### config.mk
export PLATFORM = sky130hd
export DESIGN_NAME = axird_top
export DESIGN_NICKNAME = d
export VERILOG_FILES = /design/src/source/axird_pkg.sv /design/src/source/axird_burst_addr.sv /design/src/source/axird_req_issue.sv /design/src/source/axird_ctx_delay.sv /design/src/source/axird_skid_stage.sv /design/src/source/axird_resp_pipe.sv /design/src/source/axird_top.sv
export SDC_FILE = /design/constraint.sdc
export NUM_CORES = 1
export LEC_CHECK = 0
export BUFFER_PORTS_ARGS = -buffer_cell sky130_fd_sc_hd__buf_2
export CAP_MARGIN = 20
export CORE_ASPECT_RATIO = 2
export CORE_MARGIN = 4
export CORE_UTILIZATION = 59
export CTS_CLUSTER_SIZE = 28
export DETAILED_ROUTE_END_ITERATION = 6
export PLACE_DENSITY = 0.79
export REMOVE_ABC_BUFFERS = 1
export SLEW_MARGIN = 20
export SYNTH_ARGS = -nofsm -noshare
export SYNTH_HDL_FRONTEND = slang
export SYNTH_HIERARCHICAL = 1
export SYNTH_SLANG_ARGS = --single-unit
### constraint.sdc
create_clock -name clk -period 4.7 [get_ports clk]
set_input_delay 0.235 -clock clk [delete_from_list [all_inputs] [get_ports clk]]
set_output_delay 0.235 -clock clk [all_outputs]
set_load 0.02 [all_outputs]
### src/source/axird_pkg.sv
// ----------------------------------------------------------------------
// Shared AXI encodings and fixed field widths for the read subordinate
// Reserved burst code is accepted and handled like FIXED
// EXOKAY and DECERR are listed for completeness and never produced
// ----------------------------------------------------------------------

package axird_pkg;

    // ------------------------------------------------------------------
    // Fixed AXI field widths
    // ------------------------------------------------------------------

    // AxLEN carries the beat count minus one
    localparam int AXI_LEN_W = 8;

    // AxSIZE is log2 of the bytes per beat
    localparam int AXI_SIZE_W = 3;

    // ------------------------------------------------------------------
    // Burst kinds
    // ------------------------------------------------------------------

    typedef enum logic [1:0] {
        AXI_BURST_FIXED = 2'b00,
        AXI_BURST_INCR  = 2'b01,
        AXI_BURST_WRAP  = 2'b10,
        // Not legal on the bus, decoded as FIXED
        AXI_BURST_RSVD  = 2'b11
    } axi_burst_e;

    // ------------------------------------------------------------------
    // Read response codes
    // ------------------------------------------------------------------

    typedef enum logic [1:0] {
        AXI_RESP_OKAY   = 2'b00,
        AXI_RESP_EXOKAY = 2'b01,
        AXI_RESP_SLVERR = 2'b10,
        AXI_RESP_DECERR = 2'b11
    } axi_resp_e;

endpackage

### src/source/axird_burst_addr.sv
// ----------------------------------------------------------------------
// Next beat address for FIXED, INCR and WRAP bursts
// WRAP expects len+1 of 2, 4, 8 or 16 and a size-aligned start address
// Purely combinational, no 4KB boundary check
// ----------------------------------------------------------------------
`timescale 1ns/1ns

module axird_burst_addr #(
    parameter int AW = 32
) (
    input  logic [AW-1:0]                    i_addr,
    input  logic [axird_pkg::AXI_SIZE_W-1:0] i_size,
    input  logic [axird_pkg::AXI_LEN_W-1:0]  i_len,
    input  axird_pkg::axi_burst_e            i_burst,
    output logic [AW-1:0]                    o_next_addr
);

    // Bytes moved per beat
    logic [AW-1:0] size_bytes;
    // Current address pulled down to the transfer size
    logic [AW-1:0] aligned_addr;
    logic [AW-1:0] incr_addr;
    // Low bits that move inside the wrap region
    logic [AW-1:0] wrap_mask;
    logic [AW-1:0] wrap_addr;

    assign size_bytes   = AW'(1) << i_size;
    assign aligned_addr = i_addr & ~(size_bytes - AW'(1));

    // Narrow unaligned starts snap to the next size boundary
    assign incr_addr = aligned_addr + size_bytes;

    // Region is (len+1) beats of size_bytes each, a power of two
    assign wrap_mask = ((AW'(i_len) + AW'(1)) << i_size) - AW'(1);

    // Upper bits stay fixed, lower bits roll over inside the region
    assign wrap_addr = (i_addr & ~wrap_mask) | (incr_addr & wrap_mask);

    // ------------------------------------------------------------------
    // Burst select
    // ------------------------------------------------------------------

    always_comb begin
        case (i_burst)
            axird_pkg::AXI_BURST_INCR: begin
                o_next_addr = incr_addr;
            end
            axird_pkg::AXI_BURST_WRAP: begin
                o_next_addr = wrap_addr;
            end
            // FIXED and the reserved code keep the address
            default: begin
                o_next_addr = i_addr;
            end
        endcase
    end

endmodule

### src/source/axird_req_issue.sv
// ----------------------------------------------------------------------
// Address stage: takes one AR request at a time and walks its beats
// Component address is word aligned, the byte offset stays internal
// dv waits for room in every skid stage so no returning beat is lost
// ----------------------------------------------------------------------
`timescale 1ns/1ns

module axird_req_issue #(
    parameter int AW = 32,
    parameter int DW = 32,
    parameter int IW = 4
) (
    input  logic                             clk,
    input  logic                             rst_n,
    // AR channel
    input  logic                             i_arvalid,
    output logic                             o_arready,
    input  logic [AW-1:0]                    i_araddr,
    input  logic [1:0]                       i_arburst,
    input  logic [axird_pkg::AXI_SIZE_W-1:0] i_arsize,
    input  logic [axird_pkg::AXI_LEN_W-1:0]  i_arlen,
    input  logic [IW-1:0]                    i_arid,
    // Room report from the response pipe
    input  logic                             i_pipe_room,
    // Component request port
    input  logic                             i_hld,
    output logic                             o_dv,
    output logic [AW-1:0]                    o_addr,
    output logic [IW-1:0]                    o_id,
    // Issued beat context toward the delay line
    output logic                             o_beat_fire,
    output logic [IW-1:0]                    o_beat_id,
    output logic                             o_beat_last
);

    // Byte lanes per data word
    localparam int BC = DW / 8;

    // ------------------------------------------------------------------
    // Transaction state
    // ------------------------------------------------------------------

    logic                                txn_active;
    logic [AW-1:0]                       txn_addr;
    axird_pkg::axi_burst_e               txn_burst;
    logic [axird_pkg::AXI_SIZE_W-1:0]    txn_size;
    logic [axird_pkg::AXI_LEN_W-1:0]     txn_len;
    logic [IW-1:0]                       txn_id;
    // Beats still to issue after the current one
    logic [axird_pkg::AXI_LEN_W-1:0]     txn_cnt;
    logic [AW-1:0]                       next_addr;
    logic                                ar_fire;
    logic                                final_beat;

    // Free, or about to become free on the final issued beat
    assign o_arready = !txn_active || final_beat;
    assign ar_fire   = i_arvalid && o_arready;

    // Request only with a slot guaranteed for the returning data
    assign o_dv        = txn_active && i_pipe_room;
    assign o_beat_fire = o_dv && !i_hld;
    assign o_beat_last = (txn_cnt == '0);
    assign o_beat_id   = txn_id;
    assign final_beat  = o_beat_fire && o_beat_last;

    // Active means beats remain to issue, data may still be in flight
    always_ff @(posedge clk or negedge rst_n) begin
        if (!rst_n) begin
            txn_active <= 1'b0;
        end else if (ar_fire) begin
            txn_active <= 1'b1;
        end else if (final_beat) begin
            txn_active <= 1'b0;
        end
    end

    // Down-counter parks at zero after the last beat
    always_ff @(posedge clk or negedge rst_n) begin
        if (!rst_n) begin
            txn_cnt <= '0;
        end else if (ar_fire) begin
            txn_cnt <= i_arlen;
        end else if (o_beat_fire && (txn_cnt != '0)) begin
            txn_cnt <= txn_cnt - 1'b1;
        end
    end

    // Request fields, a new request wins over the last beat advance
    always_ff @(posedge clk) begin
        if (ar_fire) begin
            txn_addr  <= i_araddr;
            txn_burst <= axird_pkg::axi_burst_e'(i_arburst);
            txn_size  <= i_arsize;
            txn_len   <= i_arlen;
            txn_id    <= i_arid;
        end else if (o_beat_fire) begin
            txn_addr  <= next_addr;
        end
    end

    // ------------------------------------------------------------------
    // Address generation
    // ------------------------------------------------------------------

    // Full byte address feeds the walk so narrow beats step correctly
    axird_burst_addr #(
        .AW (AW)
    ) u_burst_addr (
        .i_addr      (txn_addr),
        .i_size      (txn_size),
        .i_len       (txn_len),
        .i_burst     (txn_burst),
        .o_next_addr (next_addr)
    );

    // Component sees whole words only
    assign o_addr = txn_addr & ~AW'(BC - 1);
    assign o_id   = txn_id;

    // Master must keep an unaccepted AR request up
    ar_hold_check: assert property (
        @(posedge clk) disable iff (!rst_n)
        (i_arvalid && !o_arready) |=> i_arvalid
    );

endmodule

### src/source/axird_ctx_delay.sv
// ----------------------------------------------------------------------
// Fixed delay of C_LAT cycles for issued beat context
// Lines ID and last up with the component data, C_LAT of 0 is wires
// ----------------------------------------------------------------------
`timescale 1ns/1ns

module axird_ctx_delay #(
    parameter int IW    = 4,
    parameter int C_LAT = 2
) (
    input  logic          clk,
    input  logic          rst_n,
    input  logic          i_valid,
    input  logic [IW-1:0] i_id,
    input  logic          i_last,
    output logic          o_valid,
    output logic [IW-1:0] o_id,
    output logic          o_last
);

    if (C_LAT == 0) begin : g_wire

        // Component answers in the same cycle
        assign o_valid = i_valid;
        assign o_id    = i_id;
        assign o_last  = i_last;

    end else begin : g_shift

        logic [C_LAT-1:0] vld_sr;
        logic [IW-1:0]    id_sr [C_LAT];
        logic [C_LAT-1:0] last_sr;

        // Valid bits are the only control here
        always_ff @(posedge clk or negedge rst_n) begin
            if (!rst_n) begin
                vld_sr <= '0;
            end else begin
                vld_sr[0] <= i_valid;
                for (int k = 1; k < C_LAT; k++) begin
                    vld_sr[k] <= vld_sr[k-1];
                end
            end
        end

        // ID and last ride along with their valid bit
        always_ff @(posedge clk) begin
            id_sr[0]   <= i_id;
            last_sr[0] <= i_last;
            for (int k = 1; k < C_LAT; k++) begin
                id_sr[k]   <= id_sr[k-1];
                last_sr[k] <= last_sr[k-1];
            end
        end

        assign o_valid = vld_sr[C_LAT-1];
        assign o_id    = id_sr[C_LAT-1];
        assign o_last  = last_sr[C_LAT-1];

    end

endmodule

### src/source/axird_skid_stage.sv
// ----------------------------------------------------------------------
// One-entry skid buffer, combinational pass-through while empty
// Ready drops only while the held entry waits for the output side
// ----------------------------------------------------------------------
`timescale 1ns/1ns

module axird_skid_stage #(
    parameter int W = 8
) (
    input  logic         clk,
    input  logic         rst_n,
    // Upstream side
    input  logic         i_valid,
    output logic         o_ready,
    input  logic [W-1:0] i_data,
    // Downstream side
    output logic         o_valid,
    input  logic         i_ready,
    output logic [W-1:0] o_data
);

    // Entry parked while the output is stalled
    logic         skid_valid;
    logic [W-1:0] skid_data;

    // Accept only with the skid slot free
    assign o_ready = !skid_valid;

    // Held entry goes out first, otherwise pass straight through
    assign o_valid = i_valid || skid_valid;
    assign o_data  = skid_valid ? skid_data : i_data;

    always_ff @(posedge clk or negedge rst_n) begin
        if (!rst_n) begin
            skid_valid <= 1'b0;
        end else if (skid_valid) begin
            // Drain once downstream takes it
            if (i_ready) begin
                skid_valid <= 1'b0;
            end
        end else if (i_valid && !i_ready) begin
            skid_valid <= 1'b1;
        end
    end

    // Capture the passing word when it was not taken
    always_ff @(posedge clk) begin
        if (!skid_valid && i_valid && !i_ready) begin
            skid_data <= i_data;
        end
    end

    // Stalled output must not change or vanish
    out_hold_check: assert property (
        @(posedge clk) disable iff (!rst_n)
        (o_valid && !i_ready) |=> (o_valid && $stable(o_data))
    );

endmodule

### src/source/axird_resp_pipe.sv
// ----------------------------------------------------------------------
// Response side: packs data with ID, response and last into C_LAT+1
// skid stages in series ending on the R channel
// o_room is high only when every stage can take one more beat
// ----------------------------------------------------------------------
`timescale 1ns/1ns

module axird_resp_pipe #(
    parameter int DW    = 32,
    parameter int IW    = 4,
    parameter int C_LAT = 2
) (
    input  logic          clk,
    input  logic          rst_n,
    // Delayed beat context
    input  logic          i_valid,
    input  logic [IW-1:0] i_id,
    input  logic          i_last,
    // Component data, sampled with i_valid
    input  logic [DW-1:0] i_rdata,
    input  logic          i_err,
    // Back to the address stage
    output logic          o_room,
    // R channel
    output logic          o_rvalid,
    input  logic          i_rready,
    output logic [DW-1:0] o_rdata,
    output logic [IW-1:0] o_rid,
    output logic [1:0]    o_rresp,
    output logic          o_rlast
);

    // Data, ID, 2-bit response and last
    localparam int PW = DW + IW + 3;

    // ------------------------------------------------------------------
    // Entry packing
    // ------------------------------------------------------------------

    axird_pkg::axi_resp_e resp_in;
    // Index 0 is the entry, C_LAT+1 is the R channel
    logic [C_LAT+1:0]     st_valid;
    logic [C_LAT+1:0]     st_ready;
    logic [PW-1:0]        st_data [C_LAT+2];

    assign resp_in = i_err ? axird_pkg::AXI_RESP_SLVERR : axird_pkg::AXI_RESP_OKAY;

    assign st_valid[0] = i_valid;
    assign st_data[0]  = {i_rdata, i_id, resp_in, i_last};

    // ------------------------------------------------------------------
    // Skid chain
    // ------------------------------------------------------------------

    // One stage per beat that can be in flight when rready drops
    for (genvar k = 0; k <= C_LAT; k++) begin : g_stage
        axird_skid_stage #(
            .W (PW)
        ) u_skid (
            .clk     (clk),
            .rst_n   (rst_n),
            .i_valid (st_valid[k]),
            .o_ready (st_ready[k]),
            .i_data  (st_data[k]),
            .o_valid (st_valid[k+1]),
            .i_ready (st_ready[k+1]),
            .o_data  (st_data[k+1])
        );
    end

    assign st_ready[C_LAT+1] = i_rready;

    // All stages free of a parked entry
    assign o_room = &st_ready[C_LAT:0];

    assign o_rvalid = st_valid[C_LAT+1];
    assign {o_rdata, o_rid, o_rresp, o_rlast} = st_data[C_LAT+1];

    // Address stage room gating must keep the entry from overflowing
    entry_drop_check: assert property (
        @(posedge clk) disable iff (!rst_n)
        st_valid[0] |-> st_ready[0]
    );

endmodule

### src/source/axird_top.sv
// ----------------------------------------------------------------------
// AXI read subordinate top, one AR request in service at a time
// Component must return data exactly C_LAT cycles after dv without hld
// Responses come back in request order, no exclusive access support
// ----------------------------------------------------------------------
`timescale 1ns/1ns

module axird_top #(
    parameter int AW    = 32,
    parameter int DW    = 32,
    parameter int IW    = 4,
    parameter int C_LAT = 2
) (
    input  logic                             clk,
    input  logic                             rst_n,
    // AR channel
    input  logic                             i_arvalid,
    output logic                             o_arready,
    input  logic [AW-1:0]                    i_araddr,
    input  logic [1:0]                       i_arburst,
    input  logic [axird_pkg::AXI_SIZE_W-1:0] i_arsize,
    input  logic [axird_pkg::AXI_LEN_W-1:0]  i_arlen,
    input  logic [IW-1:0]                    i_arid,
    // R channel
    output logic                             o_rvalid,
    input  logic                             i_rready,
    output logic [DW-1:0]                    o_rdata,
    output logic [IW-1:0]                    o_rid,
    output logic [1:0]                       o_rresp,
    output logic                             o_rlast,
    // Component port
    output logic                             o_dv,
    output logic [AW-1:0]                    o_addr,
    output logic [IW-1:0]                    o_id,
    input  logic                             i_hld,
    input  logic [DW-1:0]                    i_rdata,
    input  logic                             i_err
);

    logic          beat_fire;
    logic [IW-1:0] beat_id;
    logic          beat_last;
    logic          dly_valid;
    logic [IW-1:0] dly_id;
    logic          dly_last;
    logic          pipe_room;

    axird_req_issue #(
        .AW (AW),
        .DW (DW),
        .IW (IW)
    ) u_req_issue (
        .clk         (clk),
        .rst_n       (rst_n),
        .i_arvalid   (i_arvalid),
        .o_arready   (o_arready),
        .i_araddr    (i_araddr),
        .i_arburst   (i_arburst),
        .i_arsize    (i_arsize),
        .i_arlen     (i_arlen),
        .i_arid      (i_arid),
        .i_pipe_room (pipe_room),
        .i_hld       (i_hld),
        .o_dv        (o_dv),
        .o_addr      (o_addr),
        .o_id        (o_id),
        .o_beat_fire (beat_fire),
        .o_beat_id   (beat_id),
        .o_beat_last (beat_last)
    );

    // Beat context waits out the component latency
    axird_ctx_delay #(
        .IW    (IW),
        .C_LAT (C_LAT)
    ) u_ctx_delay (
        .clk     (clk),
        .rst_n   (rst_n),
        .i_valid (beat_fire),
        .i_id    (beat_id),
        .i_last  (beat_last),
        .o_valid (dly_valid),
        .o_id    (dly_id),
        .o_last  (dly_last)
    );

    axird_resp_pipe #(
        .DW    (DW),
        .IW    (IW),
        .C_LAT (C_LAT)
    ) u_resp_pipe (
        .clk      (clk),
        .rst_n    (rst_n),
        .i_valid  (dly_valid),
        .i_id     (dly_id),
        .i_last   (dly_last),
        .i_rdata  (i_rdata),
        .i_err    (i_err),
        .o_room   (pipe_room),
        .o_rvalid (o_rvalid),
        .i_rready (i_rready),
        .o_rdata  (o_rdata),
        .o_rid    (o_rid),
        .o_rresp  (o_rresp),
        .o_rlast  (o_rlast)
    );

endmodule

== Word level (Yosys, flattened, before mapping) ==
Memory sizes are Yosys's and may differ from the RTL's.
Index checks and enable logic that the tools add are counted.

* Register bits after elaboration: 182
* Latch bits: 0
* RAM bits: 8
* Memory bits (read-only): 0
* Output and inout port bits: 78
* Logic and storage cells: 83
* Memories kept: 1

{| class="wikitable"
|+ Memory list
! name !! words !! width !! read ports !! clocked after Yosys merged registers in !! write ports !! line !! text
|-
| u_ctx_delay.g_shift.id_sr || 2 || 4 || 2 || 0 || 2 || axird_ctx_delay.sv:31 || <nowiki>logic [IW-1:0] id_sr [C_LAT];</nowiki>
|}

* Add/sub/neg operators: 5
* Multiply operators: 0
* Div/mod/pow operators: 0
* Magnitude comparators: 0
* Equal/unequal tests: 2
* Shift-type cells: 2
* Multiplexer cells: 20
* Bitwise operators: 6
* Reductions and logical operators: 32

{| class="wikitable"
|+ Operators with widths
! operator !! number
|-
| $mux W39 || 3
|-
| $and A32 B32 Y32 || 3
|-
| $mux W32 || 2
|-
| $not A32 Y32 || 2
|-
| $pmux W32 S2 || 1
|-
| $sub A32 B1 Y32 const B || 2
|-
| $add A32 B32 Y32 || 1
|-
| $or A32 B32 Y32 || 1
|-
| $shl A1 B3 Y32 const A || 1
|-
| $shl A9 B3 Y32 || 1
|-
| $mux W8 || 2
|-
| $logic_and A1 B1 Y1 || 14
|-
| $mux W1 || 11
|-
| $add A8 B1 Y9 const B || 1
|-
| $logic_not A8 Y1 || 1
|-
| $reduce_bool A8 Y1 || 1
|-
| $sub A8 B1 Y8 const B || 1
|-
| $logic_not A1 Y1 || 6
|-
| $reduce_bool A2 Y1 || 3
|-
| $logic_or A1 B1 Y1 || 4
|-
| $reduce_and A3 Y1 || 1
|-
| $reduce_bool A3 Y1 || 1
|-
| $eq A2 B1 Y1 const B || 1
|-
| $eq A2 B2 Y1 const B || 1
|-
| 2 further kinds || 2
|}

== Depth between registers and ports, before layout ==
Gate-level depths: netlist of run 1.

* Depth after elaboration: 10
* Gate-level depth with buffers: 19
* Mapped depth without buffers: 15

== Cells and area by module ==
The synthesis of run 1 kept the hierarchy.

{| class="wikitable"
|+ By module, submodules not included
! module !! times used !! cells each !! area an instance (um^2)
|-
| axird_skid_stage || 3 || 88 || 1880.6
|-
| axird_burst_addr || 1 || 496 || 3066.7
|-
| axird_req_issue || 1 || 186 || 2915.3
|-
| axird_ctx_delay || 1 || 16 || 280.3
|-
| axird_resp_pipe || 1 || 2 || 10.0
|}

== Worst setup path after synthesis of run 1 ==
No wires, ideal clock.

* Kind: reg2reg
* From: register u_resp_pipe.g_stage[0].u_skid.skid_valid
* To: register u_resp_pipe.g_stage[2].u_skid.skid_data[0], enable pin
* Setup time: 0.492 ns
* Arrival: 3.727 ns
* Setup slack: 0.481 ns
* Cell stages (with the launch flop): 6
* Path buffers: 2
* Path through: dfrtp_1 > buf_6 > buf_6 > or2_2 > or2_2 > nor3b_1

* Cells in the longest elaborated chain, start to end: 4

{| class="wikitable"
|+ RTL lines
! item !! line !! text
|-
| from (decl) || axird_skid_stage.sv:23 || <nowiki>logic skid_valid;</nowiki>
|-
| from (signal assigned) || axird_skid_stage.sv:35 || <nowiki>skid_valid <= 1'b0;</nowiki>
|-
| from (signal assigned) || axird_skid_stage.sv:39 || <nowiki>skid_valid <= 1'b0;</nowiki>
|-
| from (signal assigned) || axird_skid_stage.sv:42 || <nowiki>skid_valid <= 1'b1;</nowiki>
|-
| $logic_or A1 B1 Y1 || axird_skid_stage.sv:30 || <nowiki>assign o_valid = i_valid || skid_valid;</nowiki>
|-
| via u_resp_pipe.st_valid[1] || axird_resp_pipe.sv:42 || <nowiki>logic [C_LAT+1:0] st_valid;</nowiki>
|-
| $logic_or A1 B1 Y1 || axird_skid_stage.sv:30 ||
|-
| via u_resp_pipe.st_valid[2] || axird_resp_pipe.sv:42 ||
|-
| $logic_and A1 B1 Y1 (2 in series) || axird_skid_stage.sv:48 || <nowiki>if (!skid_valid && i_valid && !i_ready) begin</nowiki>
|-
| to (signal assigned) || axird_skid_stage.sv:49 || <nowiki>skid_data <= i_data;</nowiki>
|-
| to (decl) || axird_skid_stage.sv:24 || <nowiki>logic [W-1:0] skid_data;</nowiki>
|}

The timed path passes the listed nets, and every way through them passes these cells.
A chain may end at the register's enable or synchronous reset.

== Final worst setup path of run 1 ==
* From: register u_req_issue/txn_len[1] (netlist bit)
* To: register u_req_issue.txn_addr[15], data pin

* Cells in the longest elaborated chain, start to end: 9
* Elaborated cells between the ends (all ways): 10
* Those cells by class: add/sub: 2; shift: 1; mux: 3; bitwise: 4

{| class="wikitable"
|+ RTL lines
! item !! line !! text
|-
| from (decl) || axird_req_issue.sv:47 || <nowiki>logic [axird_pkg::AXI_LEN_W-1:0] txn_len;</nowiki>
|-
| from (signal assigned) || axird_req_issue.sv:94 || <nowiki>txn_len <= i_arlen;</nowiki>
|-
| $add A8 B1 Y9 * || axird_burst_addr.sv:34 || <nowiki>assign wrap_mask = ((AW'(i_len) + AW'(1)) << i_size) - AW'(1);</nowiki>
|-
| $shl A9 B3 Y32 * || axird_burst_addr.sv:34 ||
|-
| $sub A32 B1 Y32 * || axird_burst_addr.sv:34 ||
|-
| $not A32 Y32 || axird_burst_addr.sv:37 || <nowiki>assign wrap_addr = (i_addr & ~wrap_mask) | (incr_addr & wrap_mask);</nowiki>
|-
| $and A32 B32 Y32 || axird_burst_addr.sv:37 ||
|-
| $or A32 B32 Y32 * || axird_burst_addr.sv:37 ||
|-
| $pmux W32 S2 * || axird_burst_addr.sv:44 || <nowiki>case (i_burst)</nowiki>
|-
| via u_req_issue.next_addr[15] || axird_req_issue.sv:51 || <nowiki>logic [AW-1:0] next_addr;</nowiki>
|-
| $mux W32 * || axird_req_issue.sv:96 || <nowiki>end else if (o_beat_fire) begin</nowiki>
|-
| $mux W32 * || axird_req_issue.sv:90 || <nowiki>if (ar_fire) begin</nowiki>
|-
| to (signal assigned) || axird_req_issue.sv:91 || <nowiki>txn_addr <= i_araddr;</nowiki>
|-
| to (signal assigned) || axird_req_issue.sv:97 || <nowiki>txn_addr <= next_addr;</nowiki>
|-
| to (decl) || axird_req_issue.sv:44 || <nowiki>logic [AW-1:0] txn_addr;</nowiki>
|}

The timed path passes the listed nets; every way through them passes the cells marked *. The select of a mux whose other input is x is not followed.

==> results.rst, run 1 <==
.. list-table::
   :header-rows: 1

   * - Metric
     - Value
   * - Data arrival, critical path
     - 4.36 ns
   * - Post-Synthesis Cell Area
     - between 10,000 and 15,000 µm²
   * - Slew Limit Headroom
     - between 40% and 50%
   * - Placement Rows
     - 73
   * - Number of storage elements in the synthesis netlist
     - 190
   * - Net Sw Frac
     - between 30% and 40%
   * - Skew-Pair Late Insertion Delay
     - approximately 0.45 ns
   * - CP cell instances
     - ha_1 -> and2_1 -> a211o_1 -> o211a_1 -> or2_1 -> o32a_1 -> or3_1 -> nor3b_1 -> ha_1 -> nand2_1 -> o21ai_0 -> a221oi_1 -> inv_1 -> mux2_4
   * - Required @ worst endpoint
     - 4.90 ns
   * - Synthesized instance count
     - slightly below 1,000
   * - Residual overflow from global routing
     - 0
   * - Layout Cells excl Fill
     - 1,406
   * - Vias in the first global route
     - a little under 9,000
   * - Prevailing post-synth register cell
     - sky130_fd_sc_hd__edfxtp_1
   * - Sequential Power Share
     - between 40% and 50%
   * - Overall routing resource usage
     - between 20% and 30%
   * - Net switching power
     - around 0.0016 W
   * - Combinational share of power
     - about 30%
   * - DR iter-0 viols
     - 652
   * - Cell area after placement
     - between 10,000 and 15,000 µm²
   * - Library cell occupying the most area in the post-synthesis netlist
     - sky130_fd_sc_hd__edfxtp_1
   * - Vias per Instance
     - 6.12
   * - Upper clock frequency limit
     - between 200 and 250 MHz
   * - Worst hold path class
     - primary input to flop
   * - Slowest cell on crit path
     - sky130_fd_sc_hd__edfxtp_1
   * - Worst reg2reg path endpoint
     - u_req_issue/txn_addr[15]
   * - Critical R2R Launch
     - u_req_issue/txn_len[1]
   * - Total clock sinks
     - between 150 and 200
   * - Worst setup EP type
     - flop
   * - Reported max-cap violation count
     - 0
   * - Setup repair after global routing missed its margin
     - no
   * - Residual DRC
     - 0
   * - Number of setup violations in the final report
     - 0
   * - Number of hold violations in the final report
     - 0
   * - Final number of max-transition violations
     - 0
   * - Fraction of the yosys area taken by sequential cells
     - between 40% and 50%
   * - Int Pwr
     - approximately 0.0037 W
   * - Run status
     - finished clean
   * - Max H-tree Level
     - 4
   * - Power density normalized to cell area
     - 391 nW/µm²
   * - Final period util
     - between 80% and 90%
   * - CP most frequent cell
     - sky130_fd_sc_hd__ha_1
   * - Die outline width
     - roughly 110 µm
   * - Core Footprint
     - about 20,000 µm²
   * - Count of nets after finishing
     - between 1,000 and 1,500
   * - Worst r2r path cells
     - 14
   * - Clock root buffer
     - sky130_fd_sc_hd__clkbuf_16
   * - Longest individual stage delay on the worst path
     - between 0.4 and 0.5 ns
   * - Wire length reported by the detailed router
     - ~31,000 µm
   * - Initial antenna violation count
     - 1
   * - Length of the first detailed-routing pass in iterations
     - 6
   * - Synth top area cells
     - sky130_fd_sc_hd__edfxtp_1, sky130_fd_sc_hd__mux2_4, sky130_fd_sc_hd__dfrtp_1, sky130_fd_sc_hd__buf_4, sky130_fd_sc_hd__nand2_1
   * - Clock power share
     - roughly 27%
   * - Fraction of post-synthesis cell area in the top cell type by area
     - 41.8%
   * - Num ports
     - 165
   * - Layout overhead on the synthesized area
     - 14.5%
   * - Area enclosed by the die boundary
     - ~23,000 µm²
   * - Weighted congestion at the end of routability-driven global placement
     - about 0.99
   * - Share of post-route cells with drive strength above 1
     - a little over a third
   * - Startpoint Class
     - flop
   * - Average wire per cell in the routed design
     - about 22 µm
   * - Clock tree from TritonCTS
     - yes
   * - Worst Setup EP
     - u_req_issue/txn_addr[15]
   * - Worst-margin pin slew
     - 0.802 ns
   * - Synth async-reset ratio
     - roughly 7.4%
   * - CTS resizes
     - 0
   * - Total instance count after detailed placement
     - about 1,300
   * - Maximum number of pins on one net before global-route repair
     - 43
   * - Vias after detailed routing
     - 8,609
   * - Crit path max fanout
     - 10
   * - Number of flops mapped to enable cells by yosys
     - about 170
   * - Number of buffers between clock root and the deepest sink
     - 2
   * - Port bufs
     - 162
   * - Min Clock Period, post-route
     - 4.16 ns
   * - Yosys cell types
     - 83
   * - HPWL after DPL
     - about 22,000 µm
   * - TritonCTS buffer count
     - 17
   * - Leakage power summed over all cells
     - roughly 5.5 nW
   * - CP startpoint
     - u_req_issue/txn_len[1]
   * - Initial cell density of the core
     - approximately 60%
   * - Worst vdd rail ir drop
     - around 0.00028 V
   * - Number of nets with antenna violations after routing
     - 0
   * - Post-Route Skew
     - approximately 0.0090 ns
   * - Chip height
     - roughly 210 µm
   * - Register-to-register setup slack
     - around 0.54 ns
   * - First-pass GRT wire length
     - approximately 48,000 µm
   * - Post-CTS clock slew at the launch and capture registers of the worst setup and hold paths
     - 0.07 ns
   * - Final Instance Area
     - around 14,000 µm²
   * - Number of warnings issued by yosys
     - 6
   * - Average size of a mapped cell
     - 12.4 µm²
   * - Kind of critical path
     - flop to flop
worst max-delay path, delay by kind of cell (launching register included):
kind	cells	cell delay (ns)
simple gates	5	1.33
compound gates	5	1.14
fa+ha+maj	2	0.63
flops	1	0.49
mux	1	0.25
buf+inv	1	0.07
cell usage in the layout (no fill, tap or decap), drive strengths merged, types with 9 or more instances in the layout:
master,count
buf,201
edfxtp,166
mux2,160
nand2,60
dlygate4sd3,47
nor2,45
a21oi,44
o21ai,31
inv,31
clkbuf,24
nor3,20
nand3,14
and3,14
dfrtp,14
nand2b,13
xnor2,13
and2,12
dfxtp,10
a31oi,10
o211ai,10
ha,10
nor4,10
o22a,10
mux2i,9
timing repair:
action                     in CTS  in global routing
setup buffers                   0                  0
setup endpoints to repair       0                  0
hold endpoints to repair       59                  1
hold buffers                   46                  1
stage by stage:
step           hold WS (ns)  setup WS [ns]  util (%)  total power (W)  TNS [ns]
6_report             0.0166          0.541      68.5          0.00533         0
5_1_grt            0.000764          0.322      68.5          0.00557         0
4_1_cts             0.00436          0.552      68.5          0.00534         0
3_5_place_dp          0.153          0.574      63.2          0.00385         0
3_3_place_gp          0.151          0.630      63.2          0.00379         0
2_1_floorplan       -0.0606         -0.667         -          0.00345    -65.90
layer usage:
metal / share of wire, % / vias to the layer above / global-route usage [%]
met2: 54 / 379 / 50.8
li1: - / 3935 / -
met3: 5.1 / 120 / 5.19
met1: 34 / 4175 / 28.2
met4: 6.3 / 0 / 17.3
met5: 0 / - / 0
sequential cells by signal, summed over array words and instances (netlist names):
name / cells
u_ctx_delay/g_shift.id_sr: 8
u_ctx_delay/g_shift.last_sr: 2
u_ctx_delay/g_shift.vld_sr: 2
u_req_issue/o_beat_id: 4
u_req_issue/txn_active: 1
u_req_issue/txn_addr: 32
u_req_issue/txn_burst: 2
u_req_issue/txn_cnt: 8
u_req_issue/txn_len: 8
u_req_issue/txn_size: 3
u_resp_pipe/g_stage.u_skid/skid_data: 117
u_resp_pipe/g_stage.u_skid/skid_valid: 3
synth_stat cells (12+ instances only):
library cell and count:
sky130_fd_sc_hd__nand3_1 14, sky130_fd_sc_hd__inv_1 26, sky130_fd_sc_hd__nor2_1 45, sky130_fd_sc_hd__and2_1 12
sky130_fd_sc_hd__clkbuf_1 29, sky130_fd_sc_hd__dfrtp_1 14, sky130_fd_sc_hd__o21ai_0 30, sky130_fd_sc_hd__buf_4 40
sky130_fd_sc_hd__a21oi_1 44, sky130_fd_sc_hd__xnor2_1 13, sky130_fd_sc_hd__nor3_1 19, sky130_fd_sc_hd__nand2_1 59
sky130_fd_sc_hd__buf_6 12, sky130_fd_sc_hd__mux2_2 16, sky130_fd_sc_hd__and3_1 13, sky130_fd_sc_hd__edfxtp_1 166
sky130_fd_sc_hd__nand2b_1 13, sky130_fd_sc_hd__buf_2 12, sky130_fd_sc_hd__mux2_4 144
how the worst min path moves through the flow:
stage	start	end	slack, ns	cells past startpoint
3_5_place_dp	rst_n	u_req_issue/txn_active	0.15	1
6_report	i_rdata[3]	u_resp_pipe/g_stage[0].u_skid/skid_data[10]	0.02	1
4_1_cts	i_rdata[3]	u_resp_pipe/g_stage[0].u_skid/skid_data[10]	0.004	1
2_1_floorplan	rst_n	u_ctx_delay/g_shift.vld_sr[0]	-0.06	0
5_1_grt	i_rdata[3]	u_resp_pipe/g_stage[0].u_skid/skid_data[10]	0.0008	1
3_3_place_gp	rst_n	u_req_issue/txn_cnt[3]	0.15	1
cell type report:
| cell class | count | area (µm²) |
|---|---|---|
| Multi-Input combinational cell | 645 | 5510 |
| Inverter | 28 | 105 |
| Timing Repair Buffer | 248 | 1570 |
| Clock buffer | 24 | 526 |
| Clock inverter | 8 | 62.6 |
| Tap cell | 262 | 328 |
| Fill cell | 1467 | 6270 |
| Sequential cell | 190 | 5540 |
| Antenna cell | 1 | 2.50 |
logic make-up after synthesis:
kind of cell	after synthesis	synth area share [%]
AND/OR/NAND/NOR	238	10.6
AO/OA/AOI/OAI	203	12.3
flip-flops	190	46.5
multiplexers	169	20.4
buffers and inverters	131	7.50
XOR/XNOR	21	1.54
adder cells (fa/ha/maj)	10	1.05
other	2	0.0630
power groups by stage:
stage	Combinational, W	Sequential [W]	Clock [W]
CTS	0.00158	0.00229	0.00147
global placement	0.00149	0.00230	0
detailed placement	0.00153	0.00232	0
floorplan	0.00101	0.00243	0
finish	0.00159	0.00229	0.00145
global route	0.00170	0.00232	0.00155
Power figures use the tool's default switching activity.
==> run 2: changes to the inputs <==
PLACE_DENSITY = 0.85   (was 0.79)
RECOVER_POWER = 50   (was unset)
==> run 2 against run 1 <==
Net effect:
- the flow now finishes with violations (max-capacitance violations, max-slew violations)
- global-route usage down 1.1 points
- worst hold slack better by 0.060 ns
- sequential share of layout area up 1.1 points
- sequential power about the same
- die area unchanged
- highest routed layer unchanged
==> results.rst, run 2 (synthesis gave the netlist of run 1 again) <==
.. list-table::
   :header-rows: 1

   * - Metric
     - Value
   * - Run status
     - finished, violations left
   * - Violated checks
     - max-capacitance violations, max-slew violations
   * - Flip-flop count of the largest register, all copies and words added
     - between 100 and 150
   * - Worst vdd rail ir drop
     - roughly 0.00030 V
   * - Worst-margin pin slew
     - around 2.2 ns
   * - HPWL after DPL
     - just over 20,000 µm
   * - Skew-Pair Late Insertion Delay
     - between 0.4 and 0.5 ns
   * - Area enclosed by the die boundary
     - roughly 23,000 µm²
   * - First-pass GRT wire length
     - around 47,000 µm
   * - Total clock sinks
     - 190
   * - Maximum number of pins on one net before global-route repair
     - 43
   * - Core Footprint
     - between 15,000 and 20,000 µm²
   * - DR iter-0 viols
     - between 700 and 800
   * - Clock tree from TritonCTS
     - yes
   * - Count of nets after finishing
     - about 1,200
   * - Max H-tree Level
     - 4
   * - Vias per Instance
     - a little over 6
   * - Final period util
     - between 80% and 90%
   * - Leading cell type in the layout, fill and taps excluded
     - sky130_fd_sc_hd__edfxtp_1
   * - Worst setup EP type
     - flop
   * - Weighted congestion at the end of routability-driven global placement
     - approximately 0.99
   * - Number of setup violations in the final report
     - 0
   * - Min Clock Period, post-route
     - approximately 4.2 ns
   * - Reported max-cap violation count
     - 2
   * - Chip height
     - ~210 µm
   * - Residual overflow from global routing
     - 0
   * - Number of nets with antenna violations after routing
     - 0
   * - Vias after detailed routing
     - 8,633
   * - TritonCTS buffer count
     - 17
   * - Power density normalized to cell area
     - 391 nW/µm²
   * - Port bufs
     - 162
   * - Vias in the first global route
     - 8,777
   * - Residual DRC
     - 0
   * - Upper clock frequency limit
     - 237 MHz
   * - Kind of critical path
     - flop to flop
   * - Leakage power summed over all cells
     - about 5 nW
   * - Crit path max fanout
     - 10
   * - Die outline width
     - between 100 and 150 µm
   * - Slew Limit Headroom
     - -49.6%
   * - Total instance count after detailed placement
     - between 1,000 and 1,500
   * - Overall routing resource usage
     - 26.7%
   * - Post-CTS Repair Setup Buffers
     - 0
   * - Layout Cells excl Fill
     - around 1,400
   * - Setup repair after global routing missed its margin
     - no
   * - Cell area after placement
     - about 13,000 µm²
   * - Wire length reported by the detailed router
     - ~30,000 µm
   * - Startpoint Class
     - flop
   * - Initial cell density of the core
     - 59.8%
   * - Layout overhead on the synthesized area
     - 11.4%
   * - Post-CTS clock slew at the launch and capture registers of the worst setup and hold paths
     - 0.08 ns
   * - Final Instance Area
     - 13,300 µm²
   * - Share of post-route cells with drive strength above 1
     - a little under a quarter
   * - Clock root buffer
     - sky130_fd_sc_hd__clkbuf_16
   * - Register ranked first by flip-flop count
     - u_resp_pipe/g_stage.u_skid/skid_data
   * - Top flop regs
     - u_resp_pipe/g_stage.u_skid/skid_data: 117 flops, u_req_issue/txn_addr: 32 flops
   * - Data arrival, critical path
     - 4.41 ns
   * - Worst hold path class
     - primary input to flop
   * - Initial antenna violation count
     - 0
   * - Num ports
     - approximately 170
   * - Number of hold violations in the final report
     - 0
   * - Final number of max-transition violations
     - 45
   * - Commonest non-fill, non-tap cells in the layout
     - sky130_fd_sc_hd__edfxtp_1, sky130_fd_sc_hd__buf_2, sky130_fd_sc_hd__clkbuf_1
   * - Length of the first detailed-routing pass in iterations
     - 5
   * - Number of diodes added for antenna fixing
     - 0
   * - Number of buffers between clock root and the deepest sink
     - 2
   * - Fillcell total
     - 1,554
   * - Average wire per cell in the routed design
     - 21.4 µm
   * - Required @ worst endpoint
     - between 4 and 5 ns
   * - Post-Route Skew
     - between 0.01 and 0.015 ns
   * - Placement Rows
     - 73
## run 2: changes by cell type in the layout (fill, tap and decap cells not counted), sizes merged
cell,before,now
buf,201,118
clkinvlp,0,2
bufinv,0,1
dlygate4sd3,47,51
inv,31,34
clkbuf,24,94
diode,1,0
## run 2: per-layer routing
metal / vias to the layer above / part of all wire (%) / track usage, %
met5: - / 0 / 0
met4: 0 / 6.0 / 15.6
li1: 3951 / - / -
met3: 112 / 5.1 / 4.48
met2: 424 / 53 / 48.0
met1: 4146 / 36 / 28.7
## run 2: per-stage QoR
stage | power (W) | TNS [ns] | hold WS [ns] | worst slack (ns) | utilization (%)
floorplan | 0.00345 | -65.90 | -0.0606 | -0.667 | -
global placement | 0.00380 | 0 | 0.154 | 0.577 | 63.1
detailed placement | 0.00385 | 0 | 0.153 | 0.529 | 63.1
CTS | 0.00534 | 0 | 0.00525 | 0.492 | 68.6
global route | 0.00544 | 0 | 0.0473 | 0.153 | 66.7
finish | 0.00519 | 0 | 0.0767 | 0.473 | 66.7
## run 2: path summary, 6_finish.rpt
kind / endpoint / start / cells after the start / slack (ns)
worst max-delay path: u_req_issue/txn_addr[15] / u_req_issue/txn_len[1] / 15 / 0.47
worst min-delay path: u_resp_pipe/g_stage[2].u_skid/skid_valid / i_rready / 2 / 0.08
worst max register to register: u_req_issue/txn_addr[15] / u_req_issue/txn_len[1] / 15 / 0.47
worst min register to register: u_ctx_delay/g_shift.id_sr[0][7] / u_ctx_delay/g_shift.id_sr[0][3] / 0 / 0.33
max in group asynchronous: u_resp_pipe/g_stage[0].u_skid/skid_valid / rst_n / 2 / 3.76
min in group asynchronous: u_req_issue/txn_cnt[0] / rst_n / 2 / 0.41
## run 2: report_power, final
| part | internal (W) | switching (W) |
|---|---|---|
| clock | 0.000761 | 0.000693 |
| sequential | 0.00213 | 0.000155 |
| combinational | 0.000650 | 0.000802 |
| total | 0.00354 | 0.00165 |
## run 2: area by class of cell
| type | count | area, µm² | share of cell area, % |
|---|---|---|---|
| clock buffers | 18 | 429 | 3.23 |
| clock inverters | 14 | 169 | 1.27 |
| inverters | 28 | 105 | 0.792 |
| multi-input cells | 645 | 5210 | 39.3 |
| flip-flops and latches | 190 | 5540 | 41.7 |
| well taps | 262 | 328 | 2.47 |
| repair buffers | 245 | 1490 | 11.2 |
## run 2: timing repair
item / CTS / global route
resized for setup: 0 / 0
endpoints found under the hold margin: 63 / 1
hold buffers: 50 / 1
## run 2: worst max-delay path, cell delays in order (launching register included)
cell	delay [ns]
sky130_fd_sc_hd__edfxtp_1	0.46
sky130_fd_sc_hd__ha_1	0.40
sky130_fd_sc_hd__nand3_1	0.14
sky130_fd_sc_hd__xnor2_1	0.20
sky130_fd_sc_hd__a211oi_1	0.38
sky130_fd_sc_hd__buf_4	0.21
sky130_fd_sc_hd__o2111ai_1	0.11
sky130_fd_sc_hd__a22o_1	0.32
sky130_fd_sc_hd__or3_1	0.51
sky130_fd_sc_hd__nor3b_1	0.26
sky130_fd_sc_hd__ha_1	0.27
sky130_fd_sc_hd__nand2_1	0.07
sky130_fd_sc_hd__o21ai_0	0.08
sky130_fd_sc_hd__a221oi_1	0.25
sky130_fd_sc_hd__inv_1	0.07
sky130_fd_sc_hd__mux2_4	0.25
